## src/lsu_pkg.sv

```systemverilog
`default_nettype none

package lsu_pkg;

    // ##########################################################################
    // Architectural widths
    // ##########################################################################

    // Data and effective address width
    localparam int WORD_WIDTH = 32;

    // GPR number, fixed by the ISA
    localparam int REG_ADDR_WIDTH = 5;

    // ##########################################################################
    // Memory opcodes
    // ##########################################################################

    // Zero-extending loads LBZ and LHZ, algebraic halfword LHA
    typedef enum logic [2:0] {
        LBZ,
        LHZ,
        LHA,
        LWZ,
        STB,
        STH,
        STW
    } mem_op_t;

endpackage

`default_nettype wire

```

## src/load_writeback.sv

```systemverilog
`timescale 1ns/100ps
`default_nettype none

module load_writeback #(
    parameter int RS_ID_WIDTH = 7
) (
    input  logic clk,
    input  logic rst,

    input  logic                                md_valid,
    output logic                                md_ready,
    input  logic [0:lsu_pkg::WORD_WIDTH-1]      md_read_data,
    input  logic [0:RS_ID_WIDTH-1]              md_rs_id,
    input  logic [0:lsu_pkg::REG_ADDR_WIDTH-1]  md_reg_addr,
    input  lsu_pkg::mem_op_t                    md_op,

    output logic                                result_valid,
    input  logic                                result_ready,
    output logic [0:lsu_pkg::WORD_WIDTH-1]      result_data,
    output logic [0:RS_ID_WIDTH-1]              result_rs_id,
    output logic [0:lsu_pkg::REG_ADDR_WIDTH-1]  result_reg_addr
);

    import lsu_pkg::*;

    logic [0:WORD_WIDTH-1] shifted;
    logic [0:WORD_WIDTH-1] extended;

    assign md_ready = !result_valid || result_ready;

    always_comb begin
        // Logical shift leaves the upper bytes zero
        case (md_op)
            LBZ: shifted = md_read_data >> 24;
            LHZ, LHA: shifted = md_read_data >> 16;
            default: shifted = md_read_data;
        endcase

        if (md_op == LHA) begin
            extended = {{16{shifted[WORD_WIDTH-16]}}, shifted[WORD_WIDTH-16:WORD_WIDTH-1]};
        end else begin
            extended = shifted;
        end
    end

    always_ff @(posedge clk) begin
        if (rst) begin
            result_valid <= 1'b0;
        end else if (md_ready) begin
            result_valid <= md_valid;
        end
    end

    always_ff @(posedge clk) begin
        if (md_valid && md_ready) begin
            result_data <= extended;
            result_rs_id <= md_rs_id;
            result_reg_addr <= md_reg_addr;
        end
    end

    // Register file port may stall, the result must wait for it
    assert property (@(posedge clk) disable iff (rst)
        result_valid && !result_ready |=> result_valid && $stable(result_data));

endmodule

`default_nettype wire

```

## config.mk

```make
export PLATFORM = sky130hd
export DESIGN_NAME = load_writeback
export DESIGN_NICKNAME = d
export VERILOG_FILES = /design/src/lsu_pkg.sv /design/src/load_writeback.sv
export SDC_FILE = /design/constraint.sdc
export NUM_CORES = 1
export LEC_CHECK = 0
export BUFFER_PORTS_ARGS = -buffer_cell sky130_fd_sc_hd__buf_4
export CORE_UTILIZATION = 44
export CTS_BUF_LIST = sky130_fd_sc_hd__clkbuf_8
export DETAILED_ROUTE_END_ITERATION = 16
export PLACE_DENSITY = 0.79
export REMOVE_ABC_BUFFERS = 1
export SYNTH_ARGS = -nofsm -noshare
export SYNTH_HDL_FRONTEND = slang
export SYNTH_SLANG_ARGS = --single-unit
```

## constraint.sdc

```tcl
create_clock -name clk -period 1.99 [get_ports clk]
set_input_delay 0.398 -clock clk [delete_from_list [all_inputs] [get_ports clk]]
set_output_delay 0.398 -clock clk [all_outputs]
set_load 0.1 [all_outputs]
```

==> reports/metrics.csv <==
metric;value;unit
status;finished, final reports clean;
final.setup.tns;0;ns
cp_slowest_stage_delay;0.82;ns
avgSynthCellArea;12.6;um^2
yosys.area_share.adder;0;
cts_resized;0;
dp_hpwl;3800;um
start_util;0.457;
synth_top_area_frac;0.616;
overflow;0;
cp_max_fo;44;
drv_slew;0;
crit_chain;nand2b_1, and2_2;
synth_top_family_by_area;compound AO/OA/AOI/OAI gates;
die_w;71.8;um
tightestPinTransition;0.986;ns
setup_ws;0.360;ns
syn_to_final_growth;38.7;%
gp_congestion;0.717;
fin_cells;320;
netlist_instances;170;
vias;1774;
fin_nets;316;
synth_enable_flop_cells;44;
finClkSkew;0.00409;ns
rsz0062_at_grt;no;
post-place-ws;0.131;ns
fin_crit;1.63;ns
seq_area_frac_synth;0.625;
criticalPathCategory;register to register;
diodes;0;
drt_iter0_markers;195;
synth_cell_types;21;
final_util;0.634;
die_y;71.8;um
hold_path.class;input port to register;
synth_xor_xnor_area_share;0;
irDropWorstVdd;0.000366;V
slowest_stage;and2_2;
cts_tree;done;
crit_arrival;1.55;ns
total_power;2.55;mW
yosys-top-cells-area;edfxtp_1 (62%), a22oi_1 (11%), a21oi_1 (4.0%);
post_dp_cell_area;0.00289;mm^2
via_per_inst;5.54;
cts_max_level;2;
ios;97;
insertion_delay;0.30;ns
period_share;0.819;
synth-compound-area-share;0.220;
postCtsSetupBuffers;0;
synth-async-reset-ratio;0;
final_area;0.00298;mm^2
maxCapViolCount;0;
cts_buffers;5;
whs;0.253;ns
yosysWarnings;0;
setup_viol;0;
synth.area.mux_share;0.0507;
synth_top_flop_cell;edfxtp_1;
layout_commonest_cell;buf_4;
num_rows;25;
cts.clk_slew.worst_paths;0.08;ns
remaining_drc_errors;0;
grt_max_degree;45;
clock_tree.buffer_depth;2;
clock-sinks;45;
place_inst;312;
power_density;858;mW/mm^2
drt-pass1-iter-count;4;
core-area;0.00469;mm^2
endpoint_kind;register;
synth_top_area_cell;edfxtp_1;
synth-seq-cells;45;
p_leak;1.22;nW
cts_hold_buf;0;
grt_pass1_wl;8130;um
fmax;613;MHz
cts_root_buf;clkbuf_8;
wl;5260;um
slew_headroom;0.342;
portBuffers;96;
synthSimpleGateAreaFrac;0.0595;
mostFrequentLayoutCells;buf_4 (102), edfxtp_1 (44), a22oi_1 (31);
drive_above_1_share;0.455;
drt.antenna.violating_nets;0;
grt_pass1_vias;1672;
critPathRequiredTime;1.91;ns
dieArea;0.00516;mm^2
hold_viol_final;0;
avgRoutedWirePerCell;16.4;um
track_usage;0.211;
synth_area;0.00215;mm^2
antenna_found_initial;0;
critPathLaunchType;register;
## per-layer routing
layer,wire length (um),track usage,up-vias
li1,-,-,850
met1,1990,0.242,822
met2,2750,0.368,95
met3,444,0.0619,7
met4,75,0.0871,0
met5,0,0,-
## worst paths after layout
path / startpoint / depth (start not counted) / slack (ns) / to
worst min register to register: result_valid / 2 / 0.54 / result_valid
worst max-delay path: result_valid / 2 / 0.36 / result_data[6]
worst min-delay path: rst / 2 / 0.25 / result_valid
worst max register to register: result_valid / 2 / 0.36 / result_data[6]
## area by class of cell
type	instances	area [um^2]
tap	54	67.6
clock buffer	5	68.8
inverter	2	7.51
timing repair buffer	102	766
clock inverter	3	13.8
fill	379	1720
sequential	45	1340
multi-input combinational	109	711
## cells in the mapped netlist, types with 2 or more instances
master and instances:
o21ai_1 15, mux2_2 3, inv_1 2, nor3b_4 2, buf_6 2, edfxtp_1 44, nand2_1 15, buf_2 4
mux2_4 5, clkbuf_1 6, a21oi_1 17, a22oi_1 31, o21ai_0 16
## worst max-delay path, delay by kind of cell (launching register included)
| family | cells | cell delay [ns] |
|---|---|---|
| AND/OR/NAND/NOR | 2 | 0.93 |
| flip-flops | 1 | 0.31 |
## registers in the layout, indices dropped and copies added, names as in the netlist
signal / count
result_data: 32
result_rs_id: 7
result_valid: 1
result_reg_addr: 5
## kinds of logic after synthesis
group	count (synthesis)
flip-flops	45
AO/OA/AOI/OAI	79
AND/OR/NAND/NOR	22
buffers and inverters	16
multiplexers	8
## report_power, final
group	total, mW	switching, mW	internal, mW
Clock	0.531	0.293	0.238
Sequential	1.15	0.0201	1.13
Combinational	0.875	0.656	0.219
(Power assumes the default switching activity.)
