<file path="src/lsu_pkg.sv">
`default_nettype none

package lsu_pkg;

    // ##########################################################################
    // Architectural widths
    // ##########################################################################

    // Data and effective address width
    localparam int WORD_WIDTH = 32;

    // GPR number, fixed by the ISA
    localparam int REG_ADDR_WIDTH = 5;

    // ##########################################################################
    // Memory opcodes
    // ##########################################################################

    // Zero-extending loads LBZ and LHZ, algebraic halfword LHA
    typedef enum logic [2:0] {
        LBZ,
        LHZ,
        LHA,
        LWZ,
        STB,
        STH,
        STW
    } mem_op_t;

endpackage

`default_nettype wire

</file>
<file path="src/agen_unit.sv">
`timescale 1ns/100ps
`default_nettype none

module agen_unit #(
    parameter int RS_ID_WIDTH = 7
) (
    input  logic clk,
    input  logic rst,

    input  logic                                issue_valid,
    output logic                                issue_ready,
    input  lsu_pkg::mem_op_t                    issue_op,
    input  logic [0:lsu_pkg::WORD_WIDTH-1]      issue_base,
    input  logic [0:15]                         issue_disp,
    input  logic [0:lsu_pkg::WORD_WIDTH-1]      issue_store_data,
    input  logic [0:RS_ID_WIDTH-1]              issue_rs_id,
    input  logic [0:lsu_pkg::REG_ADDR_WIDTH-1]  issue_reg_addr,

    output logic                                ag_valid,
    input  logic                                ag_ready,
    output logic [0:lsu_pkg::WORD_WIDTH-1]      ag_address,
    output logic [0:3]                          ag_read_en,
    output logic [0:3]                          ag_write_en,
    output logic [0:lsu_pkg::WORD_WIDTH-1]      ag_write_data,
    output logic [0:RS_ID_WIDTH-1]              ag_rs_id,
    output logic [0:lsu_pkg::REG_ADDR_WIDTH-1]  ag_reg_addr,
    output lsu_pkg::mem_op_t                    ag_op
);

    import lsu_pkg::*;

    logic [0:3] lanes;
    logic is_store;
    logic [0:WORD_WIDTH-1] disp_ext;
    logic [0:WORD_WIDTH-1] store_aligned;

    // Single output register, refilled in the cycle it drains
    assign issue_ready = !ag_valid || ag_ready;

    assign disp_ext = {{(WORD_WIDTH-16){issue_disp[0]}}, issue_disp};
    assign is_store = issue_op inside {STB, STH, STW};

    always_comb begin
        // Lane 0 is the byte at the effective address
        case (issue_op)
            LBZ, STB: lanes = 4'b1000;
            LHZ, LHA, STH: lanes = 4'b1100;
            default: lanes = 4'b1111;
        endcase

        // Move the low-order operand bytes up to lane 0
        case (lanes)
            4'b1000: store_aligned = issue_store_data << 24;
            4'b1100: store_aligned = issue_store_data << 16;
            default: store_aligned = issue_store_data;
        endcase
    end

    always_ff @(posedge clk) begin
        if (rst) begin
            ag_valid <= 1'b0;
        end else if (issue_ready) begin
            ag_valid <= issue_valid;
        end
    end

    always_ff @(posedge clk) begin
        if (issue_valid && issue_ready) begin
            ag_address <= issue_base + disp_ext;
            ag_read_en <= is_store ? 4'b0000 : lanes;
            ag_write_en <= is_store ? lanes : 4'b0000;
            ag_write_data <= store_aligned;
            ag_rs_id <= issue_rs_id;
            ag_reg_addr <= issue_reg_addr;
            ag_op <= issue_op;
        end
    end

endmodule

`default_nettype wire

</file>
<file path="config.mk">
export PLATFORM = sky130hd
export DESIGN_NAME = agen_unit
export DESIGN_NICKNAME = d
export VERILOG_FILES = /design/src/lsu_pkg.sv /design/src/agen_unit.sv
export SDC_FILE = /design/constraint.sdc
export NUM_CORES = 1
export LEC_CHECK = 0
export ABC_AREA = 1
export BUFFER_PORTS_ARGS = -buffer_cell sky130_fd_sc_hd__buf_2
export CAP_MARGIN = 20
export CORE_MARGIN = 5
export CORE_UTILIZATION = 40
export CTS_CLUSTER_DIAMETER = 60
export DETAILED_ROUTE_END_ITERATION = 7
export HOLD_SLACK_MARGIN = 0.02
export MAX_ROUTING_LAYER = met4
export PLACE_DENSITY = 0.69
export SYNTH_ARGS = -nofsm -noshare
export SYNTH_HDL_FRONTEND = slang
export SYNTH_SLANG_ARGS = --single-unit
</file>
<file path="constraint.sdc">
create_clock -name clk -period 6.8 [get_ports clk]
set_clock_uncertainty 0.15 [all_clocks]
set_input_delay 2.04 -clock clk [delete_from_list [all_inputs] [get_ports clk]]
set_output_delay 2.04 -clock clk [all_outputs]
set_load 0.02 [all_outputs]
</file>
==> results_dict.tcl <==
set metrics [dict create \
    clkPwrFrac_pct 32.1 \
    row_count 42 \
    die_h_um 126 \
    cts_tree "built" \
    slew_viol_final 0 \
    drive_above_1_share_pct 25.5 \
    fin_ws_ns 2.13 \
    rsz0062_at_grt "false" \
    dpl_cell_area_um2 6480 \
    hpwl_um 10700 \
    min_from "ag_valid$_SDFFE_PP0N_" \
    p_per_area_nw_per_um2 226 \
    synth_compound_area_share_pct 4.54 \
    clk_latency_ns 0.33 \
    yosysSeqAreaShare_pct 48.1 \
    cts-root-buf "clkbuf_16" \
    synth_top_family_by_area "simple AND/OR/NAND/NOR gates" \
    coreArea_um2 13200 \
    p_switching_uw 496 \
    seqCellArea_um2 2570 \
    hold_class "reg2reg" \
    synth_cell_types 27 \
    wl_um 13400 \
    p_int_uw 1040 \
    slowest_stage "buf_2" \
    status "finished, final reports clean" \
    synth_area_um2 5350 \
    yosys.area_share.adder_pct 7.62 \
    drc 0 \
    ant_nets 0 \
    die-area_um2 15800 \
    die_w_um 126 \
    worstReg2RegStart "ag_valid$_SDFFE_PP0N_" \
    clockBufferDepth 2 \
    critPathKind "in2out" \
    cts.sink_count 86 \
    maxClockFrequency_mhz 214 \
    grt_overflow 0 \
    num_vias 4720 \
    layout.cells.non_filler 1043 \
    start_util_pct 40.6 \
    synthSimpleGateAreaFrac_pct 26.9 \
    slew_headroom_pct 27.8 \
    htreeDepth 3 \
    ios 188 \
    cts_hold_buf 0 \
    synthCells 671 \
    critPathCaptureType "primary output" \
    r2r_end "ag_rs_id[4]$_DFFE_PP_" \
    p_seq_share_pct 43.0 \
    drt_iter0_markers 275 \
    crit_chain "buf_2 > inv_1 > nand2_1 > buf_2" \
    hold_viol 0 \
    synth_warnings 0 \
    combinationalPowerShare_pct 24.9 \
    syn_nets 802 \
    final_util_pct 51.4 \
    first_global_vias 4457 \
    path_clk_slew_ns 0.07 \
    viasPerCell 4.53 \
    required_ns 4.61 \
    antenna_found_initial 0 \
    design_area_um2 6780 \
    p_leak_uw 0.00369 \
    fill_cells 1271 \
    grt_pass1_wl_um 20900 \
    crit_arrival_ns 2.48 \
    wire_per_inst_um 12.8 \
    syn_to_final_growth_pct 26.8 \
    first_pass_iters 4 \
    multi_input_area_um2 2240 \
    synth_xor_area_share_pct 2.62 \
    sw_frac_of_total_pct 32.3 \
    finalSetupViolations 0 \
    io_buffers 187 \
    critPathLaunchType "primary input" \
    grt_usage_pct 16.8 \
    nets 993 \
    cpPeakStageDelay_ns 0.16 \
    path_max_fanout 2 \
    r2r_setup_slack_ns 4.90 \
    crit_top_cell "buf_2" \
    cts_setup_buffers 0 \
    worstMarginPinSlew_ns 1.08 \
    holdPathStages 2 \
    fin_tns_setup_ns 0 \
    vdd_drop_max_mv 0.106 \
    grt_max_degree 86 \
    postSynthAreaPerCell_um2 7.98 \
    rr_worst_depth 2 \
    ctsResizeCount 0 \
    cts-buffers-inserted 9 \
    fin_crit_ns 4.67 \
    gp_congestion 0.876 \
    n_antenna_cell 0 \
    dp_cells 1027 \
    synth.area.mux_share_pct 0 \
    hold_end "ag_valid$_SDFFE_PP0N_" \
    synth_seq_cells 86 \
    dp_slack_ns 2.14 \
    fin_crit_sh_pct 68.6 \
    cap_viol_max_count 0 \
]
==> kinds of logic (layout without fill, tap and decap cells) <==
group / count (synthesis) / after routing
AOI/OAI and AO/OA: 41 / 41
xor gates and xnor gates: 16 / 16
adders and majority gates: 32 / 32
buffers and inverters: 143 / 339
DFF: 86 / 86
and+or+nand+nor: 353 / 353
==> metrics by stage <==
| stage | power (µW) | hold slack (ns) |
|---|---|---|
| floorplan | 930 | 0.568 |
| global placement | 1050 | 0.368 |
| detailed placement | 1060 | 0.379 |
| CTS | 1560 | 0.392 |
| global route | 1620 | 0.422 |
| finish | 1530 | 0.393 |
==> registers in the layout (all words and copies together), names as in the netlist <==
| name | cells |
|---|---|
| ag_reg_addr | 5 |
| ag_valid | 1 |
| ag_write_data | 32 |
| ag_op | 3 |
| ag_rs_id | 7 |
| ag_address | 32 |
| ag_write_en | 3 |
| ag_read_en | 3 |
==> final cells by class <==
| class | instances | area share, % |
|---|---|---|
| clock inverter | 7 | 1.11 |
| multi-input combinational | 442 | 33.0 |
| clock buffer | 9 | 3.32 |
| inverter | 135 | 7.47 |
| tap | 176 | 3.25 |
| sequential | 86 | 37.9 |
| timing repair buffer | 188 | 13.9 |
==> critical path: cells and delay by family <==
family                 cells  cell delay (ns)
and+or+nand+nor            1             0.08
buffers and inverters      3             0.36
==> power groups by stage <==
| stage | Sequential (µW) | Combinational (µW) | Clock (µW) |
|---|---|---|---|
| after CTS | 661 | 387 | 511 |
| after detailed placement | 673 | 385 | 0 |
| after floorplan | 737 | 193 | 0 |
| after global routing | 666 | 428 | 529 |
| after global placement | 672 | 381 | 0 |
| final | 660 | 382 | 493 |
==> worst max-delay path by stage <==
stage                   from                 endpoint  slack, ns
floorplan           ag_ready  ag_address[0]$_DFFE_PP_       1.64
global placement    ag_ready              issue_ready       2.15
detailed placement  ag_ready              issue_ready       2.14
CTS                 ag_ready              issue_ready       2.14
global route        ag_ready              issue_ready       2.10
finish              ag_ready              issue_ready       2.13
==> cells in the mapped netlist, drive strengths merged <==
cell type  instances  area share [%]
a21oi             22             2.1
dfxtp              1            0.37
xnor2              2            0.33
or2                2            0.23
o21bai             2            0.28
edfxtp            85              48
fa                 1            0.37
a21o               1            0.14
o221ai             8             1.3
clkbuf             1           0.070
xor2              14             2.3
nand3             44             4.3
nand4              3            0.35
o21ai              8            0.75
ha                31             7.2
buf                7            0.72
nor2              61             4.3
nand2            238              17
inv              135             9.5
nor3               5            0.47
==> metal layers <==
layer | wire [µm] | global-route usage, % | up-vias | share of wire (%)
met2 | 6290 | 28.0 | 163 | 47
met3 | 928 | 2.79 | 9 | 6.9
met4 | 137 | 4.46 | 0 | 1.0
met1 | 6010 | 21.3 | 2047 | 45
met5 | 0 | - | - | 0
li1 | - | - | 2501 | -
==> cells in the final DEF, fill, tap and decap left out, drive strengths merged, types with 3 or more instances in the layout <==
master | Yosys | layout
o21ai | 8 | 8
a21oi | 22 | 22
edfxtp | 85 | 85
nand2 | 238 | 238
nor3 | 5 | 5
clkbuf | 1 | 9
nor2 | 61 | 61
buf | 7 | 188
nand4 | 3 | 3
inv | 135 | 139
nand3 | 44 | 44
ha | 31 | 31
xor2 | 14 | 14
o221ai | 8 | 8
(Power assumes the default switching activity.)
